===== src/logic/matrix_defines.svh =====
`ifndef MATRIX_DEFINES_SVH
`define MATRIX_DEFINES_SVH

// Panel geometry
`define MATRIX_COLS           64
`define MATRIX_ROW_BITS       5
`define MATRIX_ADDR_BITS      6
`define MATRIX_PIXEL_BITS     8
`define MATRIX_ROW_BITS_TOTAL 512

// Pixel layout is RRRGGGBB
`define MATRIX_R_LSB   5
`define MATRIX_G_LSB   2
`define MATRIX_B_LSB   0
`define MATRIX_B_WIDTH 2

`endif


===== src/logic/row_cache.sv =====
`timescale 1ns/1ps
`include "matrix_defines.svh"

module row_cache (
  input  logic                              clk,
  input  logic                              rst,
  input  logic [`MATRIX_ROW_BITS_TOTAL-1:0] rd_data,
  input  logic                              row_load_upper,
  input  logic                              row_load_lower,
  output logic [`MATRIX_ROW_BITS_TOTAL-1:0] row_upper,
  output logic [`MATRIX_ROW_BITS_TOTAL-1:0] row_lower
);

  // Upper half of the panel
  always_ff @(posedge clk) begin
    if (rst) begin
      row_upper <= '0;
    end else if (row_load_upper) begin
      row_upper <= rd_data;
    end
  end

  // Lower half holds the same scan row with the side bit set
  always_ff @(posedge clk) begin
    if (rst) begin
      row_lower <= '0;
    end else if (row_load_lower) begin
      row_lower <= rd_data;
    end
  end

endmodule


===== config.mk =====
export PLATFORM = sky130hd
export DESIGN_NAME = row_cache
export DESIGN_NICKNAME = d
export VERILOG_FILES = /design/src/logic/row_cache.sv
export VERILOG_INCLUDE_DIRS = /design/src /design/src/logic
export SDC_FILE = /design/constraint.sdc
export NUM_CORES = 2
export LEC_CHECK = 0
export ABC_AREA = 1
export ABC_CLOCK_PERIOD_IN_PS = 1000
export BUFFER_PORTS_ARGS = -buffer_cell sky130_fd_sc_hd__buf_2
export CAP_MARGIN = 20
export CORE_AREA = 2 2 607 609
export DETAILED_ROUTE_END_ITERATION = 12
export DIE_AREA = 0 0 609 611
export GPL_TIMING_DRIVEN = 0
export PLACE_DENSITY = 0.3
export SKIP_LAST_GASP = 1
export SYNTH_ARGS = -nofsm -noshare
export SYNTH_HDL_FRONTEND = slang
export SYNTH_SLANG_ARGS = --single-unit
export TNS_END_PERCENT = 100

===== constraint.sdc =====
create_clock -name clk -period 1 [get_ports clk]
set_input_delay 0.1 -clock clk [delete_from_list [all_inputs] [get_ports clk]]
set_output_delay 0.1 -clock clk [all_outputs]
set_load 0.01 [all_outputs]

==> out/qor.txt <==
status: finished, violations left
failing checks: setup timing
Primary FF master, synth: dfxtp_1
fmax: 686.3 MHz
CTS tree: done
Non-Filler Instances: 13260
WP data arrival: 1360 ps
Final Hold Violating Endpoints: 0
Clock Sinks: 1024
sequential element share of the synthesized area: 0.5164
Post-Syn Area: 39700 um2
vias in the first global route: 45320
largest cells by area after synthesis: dfxtp_1 (52%), nand2_1 (19%), nor2_1 (19%)
core area: 365000 um2
Worst Tran Pin Value: 760.5 ps
input/output buffers: 1537
slew margin rel.: 0.4930
Tot Pwr: 123.5 mW
Worst Path Required: 900 ps
Ys Warns: 0
skew final: 0 ps
Post-Syn Area per Cell: 6.645 um2
initial antenna violation count: 26
Vias/cell: 3.395
# setup viols final: 1024
top-area cell type share of the netlist area: 0.5164
htree depth: 4
#FFs+latches synth: 1024
Startpoint Class: register
critical path's top delay family: flip-flops
fin crit share: 1.457
dpl cells: 12330
Max stage delay on crit path: 370 ps
Chip Height: 611 um
Die Wd: 609 um
area leader, netlist: dfxtp_1
Initial Utilization: 0.1088
DRT iter0 DRCs: 2445
Leak: 36.01 nW
CP Capture Type: output port
CP cell instances: buf_12
die area: 372100 um2
clk slew on worst S/H paths: 50 ps
Area Overhead vs Synth: 83.23%
Synth top cells by count: nand2_1 (2048), nor2_1 (2048), dfxtp_1 (1024)
fill cell count: 41610
Worst Slack Setup Final: -457.1 ps
TritonCTS buffer count: 148
post-route cell area: 72740 um2
drt drc: 0
min cycle time layout: 1457 ps
Post-synth ARST share: 0
Antenna Nets Post-Route: 0
post-DP HPWL: 236.1 mm
critical path class: register to output port
final slew viol count: 0
unrepaired setup endpoints after global routing: yes
Buf/Inv on CP: 1
Cell Area, Placed: 53480 um2
slowest CP cell: dfxtp_4
Max Cap Viol: 0
detailed-route via count: 45030
final layout net count: 8835
CTS root buffer: clkbuf_16
largest net degree at the start of global routing: 12
I/O pin count: 1540
grt total ovfl: 0
Power per Cell Area: 1698 nW/um2
clk buf depth: 4
wire length per cell: 21.64 um
Synth Net Count: 6490
critical path peak fanout: 2
TritonRoute pass-1 iters: 7
Routed WL: 287.0 mm
share of cells above drive strength 1: 0.3829
HP Class: primary input to register
gr usage total: 0.1476
FP Rows: 222
Post-synth EDFFs: 0
first-pass GRT wire length: 382.8 mm
Clk Latency, worst-skew pair: 830 ps
peak supply drop: 0.9518 mV
RePlAce Congestion: 0.8673
Syn Inst Count: 5974
Unique masters post-synth: 10
==> per-stage QoR <==
| step | TNS, ps | utilization | worst slack, ps | hold slack, ps |
|---|---|---|---|---|
| 6_report | -364300 | 0.1993 | -457.1 | 121.5 |
| 5_1_grt | -463150 | 0.1992 | -566.5 | 72.09 |
| 4_1_cts | -486040 | 0.1978 | -604.7 | 3.212 |
| 3_5_place_dp | -1227160 | 0.1465 | -2189 | 402.6 |
| 3_3_place_gp | -1239760 | 0.1464 | -2175 | 405.4 |
| 2_1_floorplan | 0 | - | 85.91 | 305.9 |
==> sequential cells by signal, summed over array words and instances (netlist names) <==
| signal | flops |
|---|---|
| row_upper | 512 |
| row_lower | 512 |
==> metal layers <==
layer  part of all wire  vias up  GRT usage
met5           0.000038        -          0
met4              0.021        2    0.03192
met3              0.061      262    0.03570
met2               0.53     1251     0.2790
met1               0.39    21440     0.1654
li1                   -    22080          -
==> logic make-up (layout without fill, tap and decap cells) <==
| kind of cell | Yosys count | after routing | share of synthesized area |
|---|---|---|---|
| buffers and inverters | 854 | 3302 | 0.09635 |
| flip-flops | 1024 | 1024 | 0.5164 |
| AND/OR/NAND/NOR | 4096 | 4096 | 0.3873 |
| other | 0 | 24 | 0 |
==> report_power, final <==
group	internal (mW)	switching (mW)	total (mW)	leakage, nW
registers	44.3	2.27	46.5	8.82
logic	10.6	12.6	23.2	24.8
clock network	31.9	21.9	53.8	2.34
==> layout by cell type, fill, tap and decap left out, drive strengths merged <==
cell and count:
buf 1967, bufinv 7, clkbuf 275, clkinv 15, clkinvlp 3, dfxtp 1024
diode 24, dlygate4sd3 513, dlymetal6s4s 1, inv 521, nand2 2048, nor2 2048
==> repair_timing <==
action,in CTS,in global routing
setup endpoints to repair,2006,1070
hold buffers,514,0
hold endpoints to repair,1024,0
buffers inserted,84,57
gates resized for setup,2791,33
==> final timing paths <==
| path | from | endpoint | slack, ps | cells past startpoint |
|---|---|---|---|---|
| setup reg to reg | row_upper[317]$_SDFFE_PP0P_ | row_upper[317]$_SDFFE_PP0P_ | 190 | 4 |
| hold / removal | rd_data[383] | row_upper[383]$_SDFFE_PP0P_ | 120 | 6 |
| hold reg to reg | row_lower[177]$_SDFFE_PP0P_ | row_lower[177]$_SDFFE_PP0P_ | 470 | 2 |
| setup / recovery | row_upper[506]$_SDFFE_PP0P_ | row_upper[506] | -460 | 1 |
==> cell type report <==
| class | count | area, um2 | share of cell area |
|---|---|---|---|
| Antenna cell | 24 | 60.06 | 0.0008256 |
| Buffer | 341 | 2002 | 0.02752 |
| Clock buffer | 220 | 4338 | 0.05964 |
| Clock inverter | 33 | 447.9 | 0.006158 |
| Inverter | 513 | 1931 | 0.02654 |
| Multi-Input combinational cell | 4096 | 15380 | 0.2115 |
| Sequential cell | 1024 | 21880 | 0.3008 |
| Tap cell | 4816 | 6026 | 0.08284 |
| Timing Repair Buffer | 2195 | 20670 | 0.2842 |
(Power assumes the default switching activity.)
