**src/logic/matrix_defines.svh**
```systemverilog
`ifndef MATRIX_DEFINES_SVH
`define MATRIX_DEFINES_SVH

// Panel geometry
`define MATRIX_COLS           64
`define MATRIX_ROW_BITS       5
`define MATRIX_ADDR_BITS      6
`define MATRIX_PIXEL_BITS     8
`define MATRIX_ROW_BITS_TOTAL 512

// Pixel layout is RRRGGGBB
`define MATRIX_R_LSB   5
`define MATRIX_G_LSB   2
`define MATRIX_B_LSB   0
`define MATRIX_B_WIDTH 2

`endif

```
**src/logic/matrix_pkg.sv**
```systemverilog
`include "matrix_defines.svh"

package matrix_pkg;

  typedef enum logic [3:0] {
    IDLE,
    FETCH_UPPER,
    RELEASE_UPPER,
    FETCH_LOWER,
    RELEASE_LOWER,
    LOAD_UPPER,
    LOAD_LOWER,
    ACK,
    SHIFT
  } rmm_state_e;

  // One column of the panel with its top and bottom halves
  typedef struct packed {
    logic [2:0] rgb_upper;
    logic [2:0] rgb_lower;
  } pixel_pair_t;

  typedef struct packed {
    logic                         req;
    logic [`MATRIX_ADDR_BITS-1:0] addr;  // Side bit above the scan row
  } vram_rd_req_t;

  typedef struct packed {
    logic                              en;
    logic [`MATRIX_ADDR_BITS-1:0]      addr;
    logic [`MATRIX_ROW_BITS_TOTAL-1:0] data;
  } vram_wr_t;

endpackage

```
**src/logic/plane_shifter.sv**
```systemverilog
`timescale 1ns/1ps
`include "matrix_defines.svh"

module plane_shifter
  import matrix_pkg::*;
(
  input  logic                    clk,
  input  logic                    rst,
  input  logic [`MATRIX_COLS-1:0] red,
  input  logic [`MATRIX_COLS-1:0] green,
  input  logic [`MATRIX_COLS-1:0] blue,
  input  logic                    plane_load_upper,
  input  logic                    plane_load_lower,
  input  logic                    shift,
  output pixel_pair_t             pixels
);

  // Index 2 is red, 1 green, 0 blue
  logic [2:0][`MATRIX_COLS-1:0] upper_q;
  logic [2:0][`MATRIX_COLS-1:0] lower_q;

  always_ff @(posedge clk) begin
    if (rst) begin
      upper_q <= '0;
      lower_q <= '0;
    end else begin
      if (shift) begin
        for (int c = 0; c < 3; c++) begin
          upper_q[c] <= {1'b0, upper_q[c][`MATRIX_COLS-1:1]};
          lower_q[c] <= {1'b0, lower_q[c][`MATRIX_COLS-1:1]};
        end
      end
      // A parallel load wins over a shift
      if (plane_load_upper) upper_q <= {red, green, blue};
      if (plane_load_lower) lower_q <= {red, green, blue};
    end
  end

  // Column 0 leaves first
  assign pixels.rgb_upper = {upper_q[2][0], upper_q[1][0], upper_q[0][0]};
  assign pixels.rgb_lower = {lower_q[2][0], lower_q[1][0], lower_q[0][0]};

endmodule

```
**config.mk**
```make
export PLATFORM = sky130hd
export DESIGN_NAME = plane_shifter
export DESIGN_NICKNAME = d
export VERILOG_FILES = /design/src/logic/matrix_pkg.sv /design/src/logic/plane_shifter.sv
export VERILOG_INCLUDE_DIRS = /design/src /design/src/logic
export SDC_FILE = /design/constraint.sdc
export NUM_CORES = 1
export LEC_CHECK = 0
export BUFFER_PORTS_ARGS = -buffer_cell sky130_fd_sc_hd__buf_4
export CORE_MARGIN = 4
export CORE_UTILIZATION = 30
export DETAILED_ROUTE_END_ITERATION = 10
export PLACE_DENSITY = 0.48
export SETUP_SLACK_MARGIN = 0.15
export SYNTH_ARGS = -nofsm -noshare
export SYNTH_HDL_FRONTEND = slang
export SYNTH_SLANG_ARGS = --single-unit
```
**constraint.sdc**
```tcl
create_clock -name clk -period 1.7 [get_ports clk]
set_clock_uncertainty 0.1 [all_clocks]
set_input_delay 0.34 -clock clk [delete_from_list [all_inputs] [get_ports clk]]
set_output_delay 0.34 -clock clk [all_outputs]
set_load 0.01 [all_outputs]
```
==> results by group <==
Run status
  – Status: completed

Critical path
  – Endpoint class of the critical path: primary output
  – Max stage delay on crit path: 340 ps
  – Critical path startpoint: pixels[5]$_SDFFE_PP0P_
  – Reg-to-Reg Start: lower_q[143]$_SDFFE_PP0P_
  – Worst path slowest cell: dfxtp_1
  – Delay-heaviest family, CP: flip-flops
  – CP Class: reg -> out
  – Cell depth of the worst setup path: 1
  – CP arrival: 1040 ps
  – Worst Path Buf+Inv: 1
  – CP Launch Type: flip-flop
  – Critical path data required time: 1260 ps
  – R2R depth: 3
  – Crit-path max FO: 2
  – Cell Chain, Critical Path: buf_4

GRT
  – Largest net degree at the start of global routing: 80
  – Initial antenna violation count: 2
  – M3 GR Usage: 2.19%
  – Total Routing Usage GR: 14.9%
  – Grt met1 use: 19.7%
  – Met2 Track Usage GR: 25.6%
  – Vias in the first global route: 14,633
  – GR Overflow Total: 0
  – Busiest grt layer: met2
  – First-pass GRT wire length: 79,400 um

Final layout
  – Commonest non-fill, non-tap cell in the layout: dfxtp_1
  – Layout cells sized above 1: 17.8%
  – Commonest non-fill, non-tap cells in the layout: dfxtp_1, mux2i_1, nor2b_1
  – Synth-to-Final Area Change: 31.7%
  – Non-Filler Cell Area, Final: 0.0240 mm^2
  – Nets@finish: 2,270
  – Fin cells: 2,891
  – Fin util: 39.8%

Synth
  – Syn avg cell area: 10.6 um^2
  – #FFs+latches synth: 384
  – Top post-synthesis cells by area: dfxtp_1, mux2i_1, a211oi_1
  – Sequential area share after synthesis: 42.3%
  – Ys Warns: 0
  – Cell Area, Synth: 0.0182 mm^2
  – Mapped Nets: 1,911
  – Top-area cell type share of the netlist area: 42.3%
  – Synth cell types: 16
  – Dominant cell type by area after synthesis: dfxtp_1
  – Cells after Synth: 1,714

Route
  – Post-route ant nets: 0
  – Wire per inst: 17.0 um
  – Final WL: 49,200 um
  – TritonRoute pass-1 iters: 4
  – Vias per cell: 4.76
  – DRC: 0
  – Via count: 13,773
  – DR iter-0 viols: 603

Die
  – Starting Density: 30.2%
  – I/O Pins: 203
  – Row Count: 90
  – DIE WIDTH: 254 um
  – Core area: 0.0602 mm^2
  – Full die area: 0.0647 mm^2
  – Die height: 254 um

Worst hold path
  – Type of the worst min-delay path: in -> reg
  – Hold Startpoint: plane_load_lower
  – Hold path cells: 3

STA
  – Setup-failing EPs final: 0
  – Fmax achieved: 675 MHz
  – Final Hold Fails: 0
  – Final slew viol count: 0
  – Setup TNS: 0 ps
  – Setup ws final: 219 ps
  – WHS: 54.8 ps
  – Period utilization: 87.1%
  – Tmin final: 1480 ps
  – RSZ-0062 raised after global routing: no
  – Slew HR: 72.6%
  – Least-Margin Pin Slew: 411 ps

Place
  – Dpl ws: 138 ps
  – Gpl congestion: 0.717
  – Placed inst area: 0.0205 mm^2
  – Detailed placement HPWL: 32,500 um
  – Placed insts: 2,613
  – Number of port buffers: 202

Power
  – Worst vdd ir: 660 uV
  – Lkg Pwr: 9.75 nW
  – P per Cell Area: 973 mW/mm^2
  – Power Total: 23.3 mW

CTS
  – CTS Sinks: 384
  – CTS Root Cell: clkbuf_16
  – CTS clk-pin slew, worst paths: 60 ps
  – Post-CTS Repair Setup Buffers: 0
  – CTS tree: yes
  – Maximum buffer depth of the clock tree: 3
  – CTS Buf Count: 46
  – H-tree levels: 2
  – Latest clock arrival within the worst-skew pair: 580 ps

Job
  – Max Cap Viol: 0
worst min-delay path: stages:
cell and delay (ps):
buf_4 190, nand2_1 80, a21oi_1 50
routing by layer:
metal	vias to the layer above	part of all wire, %
met4	0	1.6
met5	-	0
met1	6544	47
met3	51	3.2
met2	195	48
li1	6983	-
kinds of logic after synthesis:
| logic type | Yosys count | synth area share, % |
|---|---|---|
| AO/OA/AOI/OAI | 384 | 16.0 |
| AND/OR/NAND/NOR | 390 | 13.4 |
| flip-flops | 384 | 42.3 |
| multiplexers | 378 | 20.8 |
| buffers and inverters | 178 | 7.56 |
worst paths after layout:
path / end / slack [ps]
max reg2reg: lower_q[143]$_SDFFE_PP0P_ / 320
min: lower_q[191]$_SDFFE_PP0P_ / 50
min reg2reg: lower_q[74]$_SDFFE_PP0P_ / 440
max: pixels[5] / 220
what timing repair did:
item | CTS | global route
setup endpoints to repair | 0 | 2
gates resized for setup | 0 | 2
hold buffers | 194 | 0
endpoints found under the hold margin | 374 | 0
registers in the layout, indices dropped and copies added, names as in the netlist:
register / cells
lower_q: 189
upper_q: 189
pixels: 6
power breakdown:
group	internal [mW]	switching [mW]	leakage [nW]	total, mW
logic	1.79	1.50	5.80	3.29
clock network	6.01	3.98	0.756	9.99
registers	9.68	0.358	3.19	10.0
area by class of cell:
class,instances,area (um^2)
fill,5855,36300
multi-input combinational,1152,9130
sequential,384,7690
timing repair buffer,487,4620
clock buffer,70,1370
tap,782,978
clock inverter,12,158
inverter,2,17.5
antenna,2,5.00
synth_stat cells (all sizes together):
library cell  instances
nand2                 6
inv                   2
clkbuf              104
mux2i               378
dfxtp               384
a211oi              378
buf                  72
a21oi                 6
or3b                  6
nor2b               378
Power figures use the tool's default switching activity.
