File: src/logic/matrix_defines.svh
`ifndef MATRIX_DEFINES_SVH
`define MATRIX_DEFINES_SVH

// Panel geometry
`define MATRIX_COLS           64
`define MATRIX_ROW_BITS       5
`define MATRIX_ADDR_BITS      6
`define MATRIX_PIXEL_BITS     8
`define MATRIX_ROW_BITS_TOTAL 512

// Pixel layout is RRRGGGBB
`define MATRIX_R_LSB   5
`define MATRIX_G_LSB   2
`define MATRIX_B_LSB   0
`define MATRIX_B_WIDTH 2

`endif

File: src/logic/plane_selection.sv
`timescale 1ns/1ps
`include "matrix_defines.svh"

module plane_selection (
  input  logic [`MATRIX_ROW_BITS_TOTAL-1:0] row_upper,
  input  logic [`MATRIX_ROW_BITS_TOTAL-1:0] row_lower,
  input  logic                              side,
  input  logic [1:0]                        plane_sel,
  output logic [`MATRIX_COLS-1:0]           red,
  output logic [`MATRIX_COLS-1:0]           green,
  output logic [`MATRIX_COLS-1:0]           blue
);

  localparam int R_WIDTH = `MATRIX_PIXEL_BITS - `MATRIX_R_LSB;
  localparam int G_WIDTH = `MATRIX_R_LSB - `MATRIX_G_LSB;

  always_comb begin
    logic [`MATRIX_ROW_BITS_TOTAL-1:0] row;
    logic [`MATRIX_PIXEL_BITS-1:0]     pix;
    logic [`MATRIX_PIXEL_BITS-1:0]     pix_r;
    logic [`MATRIX_PIXEL_BITS-1:0]     pix_g;
    logic [`MATRIX_PIXEL_BITS-1:0]     pix_b;

    row = side ? row_lower : row_upper;
    for (int i = 0; i < `MATRIX_COLS; i++) begin
      pix   = row[i*`MATRIX_PIXEL_BITS +: `MATRIX_PIXEL_BITS];
      pix_r = pix >> `MATRIX_R_LSB;
      pix_g = pix >> `MATRIX_G_LSB;
      pix_b = pix >> `MATRIX_B_LSB;
      // Planes past a field's width read as dark
      red[i]   = (plane_sel < R_WIDTH) && pix_r[plane_sel];
      green[i] = (plane_sel < G_WIDTH) && pix_g[plane_sel];
      blue[i]  = (plane_sel < `MATRIX_B_WIDTH) && pix_b[plane_sel];
    end
  end

endmodule

File: config.mk
export PLATFORM = sky130hd
export DESIGN_NAME = plane_selection
export DESIGN_NICKNAME = d
export VERILOG_FILES = /design/src/logic/plane_selection.sv
export VERILOG_INCLUDE_DIRS = /design/src /design/src/logic
export SDC_FILE = /design/constraint.sdc
export NUM_CORES = 1
export LEC_CHECK = 0
export BUFFER_PORTS_ARGS = -buffer_cell sky130_fd_sc_hd__buf_2
export CORE_AREA = 2 2 472 474
export DETAILED_ROUTE_END_ITERATION = 6
export DIE_AREA = 0 0 474 476
export GPL_ROUTABILITY_DRIVEN = 0
export PLACE_DENSITY = 0.3
export SLEW_MARGIN = 20
export SYNTH_ARGS = -nofsm -noshare
export SYNTH_HDL_FRONTEND = slang
export SYNTH_SLANG_ARGS = --single-unit
File: constraint.sdc
create_clock -name vclk -period 1.5
set_input_delay 0.075 -clock vclk [all_inputs]
set_output_delay 0.075 -clock vclk [all_outputs]
set_load 0.02 [all_outputs]
==> impl_metrics.ini, run 1 <==
[global_routing]
grtUsageTotal = 0.125
grt_max_degree = 51
grt_pass1_vias = 15000
antenna_found_initial = 241
grt-ovfl-total = 0
grt_pass1_wl_um = 178000

[timing]
period_share = 1.07
hold_viol = 0
setup_viol = 111
fmax_mhz = 624
rsz0062_at_grt = yes
slew_violations = 0
setup_tns_ps = -5130
tightest_slew_ps = 472
period_minus_slack_ps = 1600
relSlewSlack = 0.685
fin_ws_ps = -102

[run_status]
violations = negative setup slack
status = finished with violations

[critical_path]
path_cells = buf_16 -> buf_16 -> buf_8 -> nand2b_4 -> buf_12 -> buf_12 -> o221ai_1 -> buf_2
cp_num_buf_inv = 6
cp_max_fo = 14
worstPathArrival_ps = 1530
cpLargestDelayFamily = buffers and inverters
worstPathRequired_ps = 1420
cp-startpoint = plane_sel[0]
critPathKind = primary input to output port
endpoint_kind = output port
worstSetupStartpointType = primary input
crit_path_max_incr_delay_ps = 200
slowest_stage = o221ai_1
path_depth = 8

[finish]
flops_and_latches = 0
final_cell_mix = buf_2, mux2i_1, buf_4, nand2_1, mux2_2
nets = 3217
nClkBuffers = 0
syn2layout_area_growth_pct = 173
drive_gt1_frac = 0.801
final_common_cell = buf_2
final_cell_area_um2 = 22100
finish.utilization = 0.0999
layout.area.seq_um2 = 0

[yosys]
ys.warnings.count = 0
syn_nets = 1905
synthDistinctLibCells = 14
synth_top_area_cell = mux2i_1
synthesis.area_um2 = 8090
synth.area.top_cells = mux2i_1, mux2_2, mux4_2
synth_area_per_cell_um2 = 9.22
synth_top_area_frac = 0.317
seq_area_frac_synth = 0
synthCells = 878

[placement]
dpl_cell_area_um2 = 18900
dp_slack_ps = -914
dp_hpwl_um = 135000
port-buffer-count = 1219

[power]
ir_drop_v = 0.000129
p_per_area_nw_per_um2 = 331
total_power_mw = 7.30
power.leakage_nw = 9.91

[hold_path]
hold_class = primary input to output port
worstHoldStart = row_lower[293]
holdPathStages = 4

[route]
routedWlPerCell_um = 28.8
drcViolationCount = 0
ant_nets = 0
dr.pass1.iters = 5
drt_iter0_drc = 594
vias = 14800
via_per_inst = 2.82
drt_wl_total_um = 152000

[floorplan]
core_region_area_um2 = 221000
die_h_um = 476
initial_utilization = 0.0366
dieArea_um2 = 226000
pin_count = 1219
num_rows = 173
fp.dieW_um = 474

[run]
max_cap_viol_count = 0
==> routing by layer <==
metal	vias to the layer above	wire length, um	track usage
met4	154	8170	0.0552
met5	-	1060	0
met1	6785	47600	0.118
met3	496	16600	0.0506
met2	1131	78200	0.235
li1	6280	-	-
==> worst paths after layout <==
kind                     to  slack [ps]
setup / recovery  green[33]        -100
hold / removal      red[36]         580
==> cells by family after synthesis <==
kind of cell | count (synthesis) | share of synthesized area
buf+inv | 107 | 0.0778
compound gates | 128 | 0.139
simple gates | 195 | 0.111
mux | 448 | 0.673
==> repair_timing <==
item | 4_1_cts | 5_1_grt
endpoints found under the hold margin | 0 | 0
hold buffers | 0 | 0
resized for setup | 367 | 155
pin swaps | 15 | 8
buffers inserted | 33 | 10
setup endpoints to repair | 186 | 145
cloned | 10 | 5
==> synthesized netlist by cell type <==
library cell,n
nor2b_1,64
clkbuf_1,34
buf_4,14
nand2_1,128
buf_2,38
buf_1,1
mux2i_1,256
buf_6,14
nand2b_1,2
mux4_2,64
mux2_2,128
clkbuf_4,6
nor2_1,1
o221ai_1,128
==> final cells by class <==
type	count	area (um^2)
timing repair buffer	1417	9350
tap	2975	3720
antenna	96	240
fill	25800	199000
multi-input combinational	771	8770
==> power by group <==
| group | total (mW) | leakage [nW] | internal (mW) | switching [mW] |
|---|---|---|---|---|
| combinational | 7.30 | 9.91 | 3.61 | 3.68 |
| clock | 0.00000873 | 0.000610 | 0.00000873 | 0 |
| sequential | 0 | 0 | 0 | 0 |
| total | 7.30 | 9.91 | 3.61 | 3.68 |
==> through the flow <==
stage | cells | hold slack, ps
finish | 5259 | 578
global route | 5239 | 609
CTS | 5149 | 582
detailed placement | 5108 | 593
global placement | 5108 | 588
floorplan | 878 | 475
Power figures use the tool's default switching activity.
==> run 2, diff against run 1 <==
--- a/config.mk
+++ b/config.mk
@@ -6,10 +6,11 @@
 export SDC_FILE = /design/constraint.sdc
 export NUM_CORES = 1
 export LEC_CHECK = 0
+export ABC_AREA = 1
 export BUFFER_PORTS_ARGS = -buffer_cell sky130_fd_sc_hd__buf_2
-export CORE_AREA = 2 2 472 474
+export CORE_AREA = 2 2 477 479
 export DETAILED_ROUTE_END_ITERATION = 6
-export DIE_AREA = 0 0 474 476
+export DIE_AREA = 0 0 479 481
 export GPL_ROUTABILITY_DRIVEN = 0
 export PLACE_DENSITY = 0.3
 export SLEW_MARGIN = 20
==> impl_metrics.ini, run 2 <==
[run_status]
status = finished with violations
violations = negative setup slack

[power]
ir_drop_v = 0.000108
pwr-share-seq = 0
power.leakage_nw = 13.5
p_sw_frac = 0.589
switchingPower_mw = 4.53
power.internal_mw = 3.17
p_per_area_nw_per_um2 = 323
combPwrFrac = 1.000
power.share.clock = 0

[timing]
fin_ws_ps = -26.0
relSlewSlack = 0.629
rsz0062_at_grt = yes
tightest_slew_ps = 557
fin_hold_ws_ps = 457
period_minus_slack_ps = 1530
fmax_mhz = 655
hold_viol = 0
slew_violations = 0
period_share = 1.02
setup_viol = 4

[yosys]
synth_commonest_cells = nand2_1, nand3_1, inv_1
synth_top_area_cell = nand2_1
yosys.area_share.adder = 0
syn_nets = 3601
synth_top_area_frac = 0.453
synth.area.top_cells = nand2_1, nand3_1, inv_1
synth_xor_area_frac = 0
synthCells = 2574
synthesis.area_um2 = 11100
synthDistinctLibCells = 20
synth_area_per_cell_um2 = 4.33
post-synth-top-count-cell = nand2_1
synthMuxAreaShare = 0
ys.warnings.count = 0
synth_top_family_by_area = simple AND/OR/NAND/NOR gates
seq_area_frac_synth = 0
synth-simple-area-share = 0.692
synth_compound_area_frac = 0.0708

[route]
ant_nets = 0
via_per_inst = 3.40
drt_iter0_drc = 1694
drcViolationCount = 0
dr.pass1.iters = 6
routedWlPerCell_um = 27.9
drt_wl_total_um = 191000
vias = 23300

[finish]
final_cell_mix = nand2_1, buf_2, nand3_1, inv_1, buf_4
fin_cells = 6852
final_cell_area_um2 = 23800
nets = 4800
drive_gt1_frac = 0.409
layout.area.seq_um2 = 0
nClkBuffers = 0
flops_and_latches = 0
finish.utilization = 0.106
final_common_cell = nand2_1
syn2layout_area_growth_pct = 114

[floorplan]
core_region_area_um2 = 226000
num_rows = 175
die_h_um = 481
initial_utilization = 0.0494
fp.dieW_um = 479
pin_count = 1219
dieArea_um2 = 230000

[global_routing]
grt_max_degree = 67
antenna_found_initial = 316
grt_pass1_vias = 22600
grt_pass1_wl_um = 237000
grt-ovfl-total = 0
grtUsageTotal = 0.157

[placement]
dp_slack_ps = -391
dpl_cell_area_um2 = 21800
dp_hpwl_um = 170000
port-buffer-count = 1219
place_inst = 6737

[critical_path]
crit_top_cell = buf_4
worstPathRequired_ps = 1420
crit_path_max_incr_delay_ps = 330
endpoint_kind = output port
path_cells = clkbuf_8 -> buf_12 -> buf_6 -> a21oi_1 -> buf_4 -> buf_4
worstSetupStartpointType = primary input
critPathKind = primary input to output port
worstPathArrival_ps = 1450
slowest_stage = buf_6
cp_max_fo = 48

[clocking]
cts_hold_buf = 0

[run]
max_cap_viol_count = 0

[hold_path]
hold_class = primary input to output port
holdPathStages = 4
## run 2: cell count changes after synthesis, moves of 64 or more
cell / delta
nand2_1: +1216
nand3_1: +448
inv_1: +384
mux2i_1: -256
mux2_2: -128
o221ai_1: -128
buf_2: +65
a21oi_1: +64
mux4_2: -64
nor2b_1: -64
## run 2: metrics by stage
| step | total power [mW] | TNS (ps) |
|---|---|---|
| finish | 7.70 | -44.9 |
| floorplan | 3.00 | 0 |
| CTS | 7.62 | -768 |
| global placement | 7.04 | -4430 |
| global route | 8.30 | -473 |
| detailed placement | 7.03 | -4670 |
## run 2: final timing paths
kind | from | endpoint
worst min-delay path | row_lower[204] | green[25]
worst max-delay path | plane_sel[1] | blue[12]
## run 2: critical path, delay by kind of cell
| family | cells | cell delay (ps) |
|---|---|---|
| buffers and inverters | 5 | 1070 |
| AOI/OAI and AO/OA | 1 | 70 |
## run 2: logic make-up (layout without fill, tap and decap cells)
kind of cell           count (synthesis)  in the layout
AOI/OAI and AO/OA                    128            128
buffers and inverters                584           1781
other                                  0             72
and+or+nand+nor                     1862           1862
## run 2: power groups by stage
stage	clock network, mW	logic, mW	registers (mW)
6_report	0.00000663	7.70	0
5_1_grt	0.00000169	8.30	0
4_1_cts	0	7.62	0
3_5_place_dp	0	7.03	0
3_3_place_gp	0	7.04	0
2_1_floorplan	0	3.00	0
## run 2: layout make-up
| cell class | instances | area (um^2) |
|---|---|---|
| Fill cell | 27300 | 202000 |
| Antenna cell | 72 | 180 |
| Timing Repair Buffer | 1392 | 9390 |
| Inverter | 387 | 1490 |
| Tap cell | 3009 | 3760 |
| Timing Repair inverter | 2 | 50.0 |
| Multi-Input combinational cell | 1990 | 8970 |
## run 2: routing by layer
metal | routed length [um] | up-vias | GRT usage
met1 | 74000 | 10700 | 0.181
met2 | 83900 | 1553 | 0.255
met4 | 4340 | 236 | 0.0202
li1 | - | 10300 | -
met3 | 27300 | 489 | 0.0915
met5 | 1550 | - | 0
## run 2: timing repair
| action | 4_1_cts | 5_1_grt |
|---|---|---|
| endpoints found under the setup margin | 68 | 121 |
| gates resized for setup | 158 | 153 |
| setup buffers | 25 | 1 |
| pin swaps | 24 | 21 |
| gates cloned | 15 | 6 |
