**src/logic/matrix_defines.svh**
```systemverilog
`ifndef MATRIX_DEFINES_SVH
`define MATRIX_DEFINES_SVH

// Panel geometry
`define MATRIX_COLS           64
`define MATRIX_ROW_BITS       5
`define MATRIX_ADDR_BITS      6
`define MATRIX_PIXEL_BITS     8
`define MATRIX_ROW_BITS_TOTAL 512

// Pixel layout is RRRGGGBB
`define MATRIX_R_LSB   5
`define MATRIX_G_LSB   2
`define MATRIX_B_LSB   0
`define MATRIX_B_WIDTH 2

`endif

```
**src/logic/matrix_pkg.sv**
```systemverilog
`include "matrix_defines.svh"

package matrix_pkg;

  typedef enum logic [3:0] {
    IDLE,
    FETCH_UPPER,
    RELEASE_UPPER,
    FETCH_LOWER,
    RELEASE_LOWER,
    LOAD_UPPER,
    LOAD_LOWER,
    ACK,
    SHIFT
  } rmm_state_e;

  // One column of the panel with its top and bottom halves
  typedef struct packed {
    logic [2:0] rgb_upper;
    logic [2:0] rgb_lower;
  } pixel_pair_t;

  typedef struct packed {
    logic                         req;
    logic [`MATRIX_ADDR_BITS-1:0] addr;  // Side bit above the scan row
  } vram_rd_req_t;

  typedef struct packed {
    logic                              en;
    logic [`MATRIX_ADDR_BITS-1:0]      addr;
    logic [`MATRIX_ROW_BITS_TOTAL-1:0] data;
  } vram_wr_t;

endpackage

```
**src/logic/read_memory_management.sv**
```systemverilog
`timescale 1ns/1ps
`include "matrix_defines.svh"

module read_memory_management
  import matrix_pkg::*;
(
  input  logic                        clk,
  input  logic                        rst,
  input  logic                        load_req,
  input  logic [`MATRIX_ROW_BITS-1:0] load_row,
  output logic                        load_ack,
  output vram_rd_req_t                vram_rd,
  input  logic                        rd_ack,
  output logic                        row_load_upper,
  output logic                        row_load_lower,
  output logic                        side,
  output logic                        plane_load_upper,
  output logic                        plane_load_lower
);

  rmm_state_e state;
  rmm_state_e state_next;

  logic [`MATRIX_ROW_BITS-1:0] tag;
  logic                        tag_valid;
  logic                        hit;

  assign hit = tag_valid && (tag == load_row);

  // ------------------------------
  // State and cache tag
  // ------------------------------
  always_ff @(posedge clk) begin
    if (rst) begin
      state     <= IDLE;
      tag       <= '0;
      tag_valid <= 1'b0;
    end else begin
      state <= state_next;
      // The cache gets overwritten half by half on a miss
      if ((state == IDLE || state == SHIFT) && load_req && !hit) begin
        tag_valid <= 1'b0;
      end
      if (state == RELEASE_LOWER && !rd_ack) begin
        tag       <= load_row;
        tag_valid <= 1'b1;
      end
    end
  end

  always_comb begin
    state_next = state;
    case (state)
      IDLE, SHIFT: begin
        if (load_req) begin
          state_next = hit ? LOAD_UPPER : FETCH_UPPER;
        end
      end
      FETCH_UPPER: begin
        if (rd_ack) state_next = RELEASE_UPPER;
      end
      RELEASE_UPPER: begin
        if (!rd_ack) state_next = FETCH_LOWER;  // Wait out the fourth phase
      end
      FETCH_LOWER: begin
        if (rd_ack) state_next = RELEASE_LOWER;
      end
      RELEASE_LOWER: begin
        if (!rd_ack) state_next = LOAD_UPPER;
      end
      LOAD_UPPER: state_next = LOAD_LOWER;
      LOAD_LOWER: state_next = ACK;
      ACK: begin
        if (!load_req) state_next = SHIFT;  // Planes stay loaded for streaming
      end
      default: state_next = IDLE;
    endcase
  end

  // ------------------------------
  // Outputs
  // ------------------------------
  always_comb begin
    side = (state == FETCH_LOWER) || (state == RELEASE_LOWER) || (state == LOAD_LOWER);

    vram_rd.req  = (state == FETCH_UPPER) || (state == FETCH_LOWER);
    vram_rd.addr = {side, load_row};

    // Strobes line up with the cycle where read data is valid
    row_load_upper = (state == FETCH_UPPER) && rd_ack;
    row_load_lower = (state == FETCH_LOWER) && rd_ack;

    plane_load_upper = (state == LOAD_UPPER);
    plane_load_lower = (state == LOAD_LOWER);
    load_ack         = (state == ACK);
  end

endmodule

```
**config.mk**
```make
export PLATFORM = sky130hd
export DESIGN_NAME = read_memory_management
export DESIGN_NICKNAME = d
export VERILOG_FILES = /design/src/logic/matrix_pkg.sv /design/src/logic/read_memory_management.sv
export VERILOG_INCLUDE_DIRS = /design/src /design/src/logic
export SDC_FILE = /design/constraint.sdc
export NUM_CORES = 1
export LEC_CHECK = 0
export ABC_AREA = 1
export BUFFER_PORTS_ARGS = -buffer_cell sky130_fd_sc_hd__buf_2
export CORE_MARGIN = 2
export CORE_UTILIZATION = 52
export DETAILED_ROUTE_END_ITERATION = 8
export PLACE_DENSITY = 0.81
export SLEW_MARGIN = 20
export SYNTH_ARGS = -nofsm -noshare
export SYNTH_HDL_FRONTEND = slang
export SYNTH_SLANG_ARGS = --single-unit
```
**constraint.sdc**
```tcl
create_clock -name clk -period 2.2 [get_ports clk]
set_input_delay 0.11 -clock clk [delete_from_list [all_inputs] [get_ports clk]]
set_output_delay 0.11 -clock clk [all_outputs]
set_load 0.05 [all_outputs]
```
==> results of run 1 <==
## how the worst min path moves through the flow
stage / depth (start not counted) / endpoint / from
floorplan: 1 / state[2] / rst
global placement: 2 / state[2] / rst
detailed placement: 2 / state[2] / rst
CTS: 2 / state[2] / rst
global route: 2 / state[2] / rst
finish: 2 / state[2] / rst
## flip-flops by register name, summed over array words and instances, names as in the netlist
signal and count:
tag 5, state 4, tag_valid 1
## layout by cell type, fill, tap and decap left out
| cell type | count |
|---|---|
| a21oi_1 | 5 |
| a21oi_2 | 1 |
| a21oi_4 | 1 |
| buf_2 | 21 |
| clkbuf_4 | 3 |
| clkbuf_8 | 1 |
| clkinv_2 | 1 |
| dfxtp_1 | 10 |
| inv_1 | 18 |
| inv_2 | 1 |
| nand2_1 | 20 |
| nand2_2 | 5 |
| nand3_1 | 5 |
| nand3_2 | 2 |
| nand4_1 | 1 |
| nor2_1 | 18 |
| nor2_2 | 2 |
| nor2_4 | 3 |
| nor3_1 | 2 |
| o21ai_0 | 8 |
| xnor2_1 | 1 |
## routing by layer
metal	global-route usage, %	wire, um
met1	23.1	664
met2	36.1	728
met3	3.80	72
met4	13.3	42
met5	0	0
## critical path: stages, from the launching register on
cell and delay, ns:
dfxtp_1 0.45, nand2_2 0.12, inv_1 0.12, nand2_1 0.11
nor2_1 0.10, buf_2 0.27
## cell families (layout without fill, tap and decap cells)
group,count (synthesis),in the layout
buffers and inverters,26,45
AND/OR/NAND/NOR,58,58
flip-flops,10,10
AO/OA/AOI/OAI,15,15
XOR/XNOR,1,1
## area by class of cell
type                            count  area (um2)  area share (%)
Sequential cell                    10         200            24.5
Clock buffer                        4        36.3            4.44
Timing Repair Buffer               21         105            12.9
Tap cell                           15        18.8            2.30
Inverter                           20        76.3            9.34
Multi-Input combinational cell     74         380            46.6
## report_power, final
part	total (mW)	leakage [nW]	internal, mW	switching (mW)
Sequential	0.258	0.0812	0.213	0.0448
Clock	0.168	0.0210	0.101	0.0674
Combinational	0.476	0.329	0.137	0.339
Total	0.901	0.432	0.450	0.451
==> metrics.yaml, run 1 <==
clock_tree:
  ctsRootBufferMaster: "clkbuf_4"
  tritoncts: "built"
  clock_path_buffers: 2
  clock_latency_ns: 0.27
  cts.clk_slew.worst_paths_ns: 0.06
  post_cts_resized: 0
  postCtsSetupRepairBufs: 0
  h-tree-depth: 1
  cts_made_buffers: 3
  cts_sinks: 10
  cts_hold_buf: 0
logic_synthesis:
  synth_top_area_share_pct: 28.5
  synth_compound_area_share_pct: 12.8
  syn_nets: 119
  synth_cells: 110
  synthMuxAreaShare_pct: 0
  synth-xor-area-share_pct: 1.25
  synth-main-ff-cell: "dfxtp_1"
  synth_fa_ha_area_share_pct: 0
  async_flop_share_pct: 0
  synth_edf_count: 0
  synth_top_family_by_area: "simple AND/OR/NAND/NOR gates"
  synthTopCellsByCount: "nand2_1 (20), inv_1 (18), nor2_1 (18), dfxtp_1 (10), o21ai_0 (8)"
  synth_top_area_cell: "dfxtp_1"
  synth_most_common_cell: "nand2_1"
  synth_seq_cells: 10
  synth_cell_type_count: 19
  synth_seq_area_share_pct: 28.5
  syn-mean-instance-area_um2: 6.38
  netlist_area_um2: 702
  synthSimpleGateAreaFrac_pct: 40.1
  synth_area_leaders: "dfxtp_1 (29%), nand2_1 (11%), inv_1 (9.6%)"
  ys_warn_count: 0
sta:
  layout_min_cycle_time_ns: 1.55
  tightest_slew_ns: 0.243
  tns_ns: 0
  whs_ns: 0.0399
  grt_setup_unrepaired: "false"
  timing.final.ws_setup_ns: 0.649
  hold_violations: 0
  finalSetupViolCount: 0
  max_freq_mhz: 645
  slew_headroom_pct: 83.7
  min_period_over_period_pct: 70.5
  maxSlewViolCount: 0
  skew_ns: 0.00507
place:
  place.gp.congestion: 0.791
  io_buffers: 21
  hpwl_mm: 1.23
  placed_cell_area_um2: 781
  dp_cells: 140
  place_ws_ns: 0.925
layout:
  layout-drive-gt1-share_pct: 31.8
  area_delta_synth_final_pct: 16.4
  diodes: 0
  final_nets: 139
  stdcell_count: 144
  final_area_um2: 817
  final_core_util_pct: 63.6
  fill_cells: 118
run:
  maxCapViolCount: 0
floorplanning:
  die_x_um: 40.7
  io_pins: 22
  die_h_um: 40.7
  dieArea_mm2: 0.00166
  fp-row-count: 13
  start_util_pct: 54.6
  core_area_mm2: 0.00128
critical_path:
  startpoint_type: "register"
  crit_path_end_kind: "output port"
  cp.required_ns: 2.09
  r2r_slack_ns: 0.91
  critPathArrivalTime_ns: 1.44
  r2r_start: "state[3]"
  r2r-end: "state[1]"
  cp_max_fo: 6
  reg2reg_depth: 9
  endpoint: "row_load_lower"
  crit_type: "reg2out"
  cp-startpoint: "state[1]"
route:
  vias_per_cell: 4.91
  routed_wl_mm: 1.51
  drt_iter0_drc: 10
  drt_pass1_iterations: 4
  drtAntennaViolNets: 0
  avgRoutedWirePerCell_um: 10.5
  vias: 707
  drcViolationCount: 0
global_route:
  grt_pass1_wl_mm: 2.24
  grt_pass1_vias: 580
  gr-total-overflow: 0
  antenna_found_initial: 0
  grt_start_max_net_pins: 10
  gr-usage-all-layers_pct: 20.8
outcome:
  status: "finished, final reports clean"
power_and_ir_drop:
  ir_drop_uv: 519
  power_leakage_nw: 0.432
  p_per_area_mw_per_mm2: 1100
  power_mw: 0.901
hold_path:
  hp-class: "in2reg"
Power figures use the tool's default switching activity.
==> run 2, diff against run 1 <==
CORE_ASPECT_RATIO = 1.1   (was default)
CORE_UTILIZATION = 48   (was 52)
PLACE_DENSITY = 0.76   (was 0.81)
clock period = 1.6 ns   (was 2.2 ns; I/O delays follow)
==> metrics.yaml, run 2 (synthesis gave the netlist of run 1 again) <==
clock_tree:
  tritoncts: "built"
  cts.clk_slew.worst_paths_ns: 0.07  # about the same
  ctsRootBufferMaster: "clkbuf_4"
  postCtsSetupRepairBufs: 0  # unchanged
  cts_sinks: 10  # unchanged
  cts_made_buffers: 3  # unchanged
  clock_path_buffers: 2  # unchanged
  h-tree-depth: 1  # unchanged
  clock_latency_ns: 0.27  # about the same
place:
  place_ws_ns: 0.331  # -0.594 ns
  io_buffers: 21  # unchanged
  dp_cells: 141  # +0.71%
  placed_cell_area_um2: 787  # +0.80%
  place.gp.congestion: 0.815  # +3.0%
  hpwl_mm: 1.11  # -9.8%
floorplanning:
  dieArea_mm2: 0.00178  # +7.5%
  core_area_mm2: 0.00137  # +6.3%
  io_pins: 22  # unchanged
  start_util_pct: 51.4  # -3.3 points
  fp-row-count: 14  # +1
  die_x_um: 40.5  # -0.69%
  die_h_um: 44.1  # +8.3%
sta:
  min_period_over_period_pct: 92.1
  grt_setup_unrepaired: "false"
  max_freq_mhz: 679
  tightest_slew_ns: 0.252  # +0.00828 ns
  hold_violations: 0  # unchanged
  slew_headroom_pct: 83.3  # -0.41 points
  layout_min_cycle_time_ns: 1.47
  skew_ns: 0.00618  # +0.00112 ns
  finalSetupViolCount: 0  # unchanged
  tns_ns: 0  # unchanged
  timing.final.ws_setup_ns: 0.127  # -0.522 ns
  maxSlewViolCount: 0  # unchanged
layout:
  final_nets: 139  # unchanged
  layout_commonest_cell: "buf_2"
  final_core_util_pct: 60.3  # -3.2 points
  largest_registers: "tag: 5 flops, state: 4 flops, tag_valid: 1 flops"
  fill_cells: 129  # +9.3%
  diodes: 0  # unchanged
  layout-drive-gt1-share_pct: 33.3  # +1.6 points
  largest_reg_flops: 5  # unchanged
  final_area_um2: 825  # +0.92%
  regMostFlops: "tag"
  area_delta_synth_final_pct: 17.5
  stdcell_count: 145  # +0.69%
  final_cell_mix: "buf_2 (21), nand2_1 (20), inv_1 (18), nor2_1 (18), dfxtp_1 (9)"
critical_path:
  max_stage_delay_ns: 0.42  # -0.03 ns
  cp.required_ns: 1.52  # -0.57 ns
  r2r_slack_ns: 0.32  # -0.59 ns
  critPathArrivalTime_ns: 1.39  # -0.05 ns
  crit_path_end_kind: "output port"
  crit_path_top_delay_cell: "dfxtp_1"
  startpoint_type: "register"
  cp_max_fo: 5  # -1
  crit_type: "reg2out"
  cp_cell_sequence: "nand2_2, inv_1, nand2_1, nor2_1, buf_2"
  reg2reg_depth: 9  # unchanged
route:
  vias: 721  # +2.0%
  routed_wl_mm: 1.40  # -7.2%
  vias_per_cell: 4.97  # +1.3%
  drt_iter0_drc: 21  # +11
  drt_pass1_iterations: 4  # unchanged
  avgRoutedWirePerCell_um: 9.64  # -7.9%
  drtAntennaViolNets: 0  # unchanged
  drcViolationCount: 0  # unchanged
power_and_ir_drop:
  p_sw_mw: 0.614  # +36%
  power_frac_seq_pct: 28.8  # +0.2 points
  p_per_area_mw_per_mm2: 1500  # +36%
  p_int_mw: 0.623  # +38%
  ir_drop_uv: 611  # +18%
  power_leakage_nw: 0.433  # +0.29%
  power.share.clock_pct: 19.0  # +0.4 points
  swShare_pct: 49.6  # -0.37 points
  combPwrFrac_pct: 52.1  # -0.7 points
global_route:
  gr-usage-all-layers_pct: 20.1  # -0.76 points
  grt_pass1_vias: 626  # +7.9%
  antenna_found_initial: 0  # unchanged
  grt_start_max_net_pins: 10  # unchanged
  gr-total-overflow: 0  # unchanged
  grt_pass1_wl_mm: 2.46  # +9.9%
run:
  maxCapViolCount: 0  # unchanged
hold_path:
  hp-class: "in2reg"
  hold_depth: 2  # unchanged
outcome:
  status: "finished, final reports clean"
-- run 2: cell counts in the layout (fill, tap and decap cells not counted) --
No cell type changed its count.
-- run 2: critical path: cells and delay by family, from the launching register on --
family / cells / cell delay (ns)
buffers and inverters: 2 / 0.38
flip-flops: 1 / 0.42
AND/OR/NAND/NOR: 3 / 0.33
-- run 2: power groups by stage --
stage / Sequential, mW / Combinational, mW / Clock, mW
3_3_place_gp: 0.358 / 0.634 / 0
2_1_floorplan: 0.348 / 0.550 / 0
6_report: 0.356 / 0.645 / 0.235
5_1_grt: 0.363 / 0.716 / 0.250
4_1_cts: 0.352 / 0.646 / 0.239
3_5_place_dp: 0.358 / 0.642 / 0
-- run 2: area by class of cell --
| class | count | area, um2 | area share, % |
|---|---|---|---|
| clock buffer | 4 | 36.3 | 4.40 |
| inverter | 20 | 76.3 | 9.26 |
| multi-input combinational | 74 | 385 | 46.7 |
| sequential | 10 | 201 | 24.4 |
| tap | 16 | 20.0 | 2.43 |
| timing repair buffer | 21 | 105 | 12.7 |
-- run 2: what timing repair did --
item                                    in CTS  in global routing
endpoints found under the setup margin       0                  3
gates resized for setup                      0                  1
hold buffers                                 0                  0
-- run 2: final timing paths --
kind,start,to
setup / recovery,state[0],row_load_lower
hold / removal,rst,state[2]
setup reg to reg,state[3],state[1]
hold reg to reg,tag_valid,tag_valid
-- run 2: per-stage QoR --
| step | hold slack [ns] | power, mW |
|---|---|---|
| floorplan | 0.142 | 0.898 |
| finish | 0.0103 | 1.24 |
| global route | 0.0180 | 1.33 |
| CTS | 0.00497 | 1.24 |
| detailed placement | 0.290 | 1.00 |
| global placement | 0.292 | 0.992 |
-- run 2: per-layer routing --
layer / part of all wire, % / global-route usage (%) / wire (um)
met1: 47 / 23.8 / 658
met3: 5.4 / 4.52 / 75
met5: 0 / 0 / 0
met2: 45 / 31.7 / 631
met4: 2.4 / 12.0 / 34
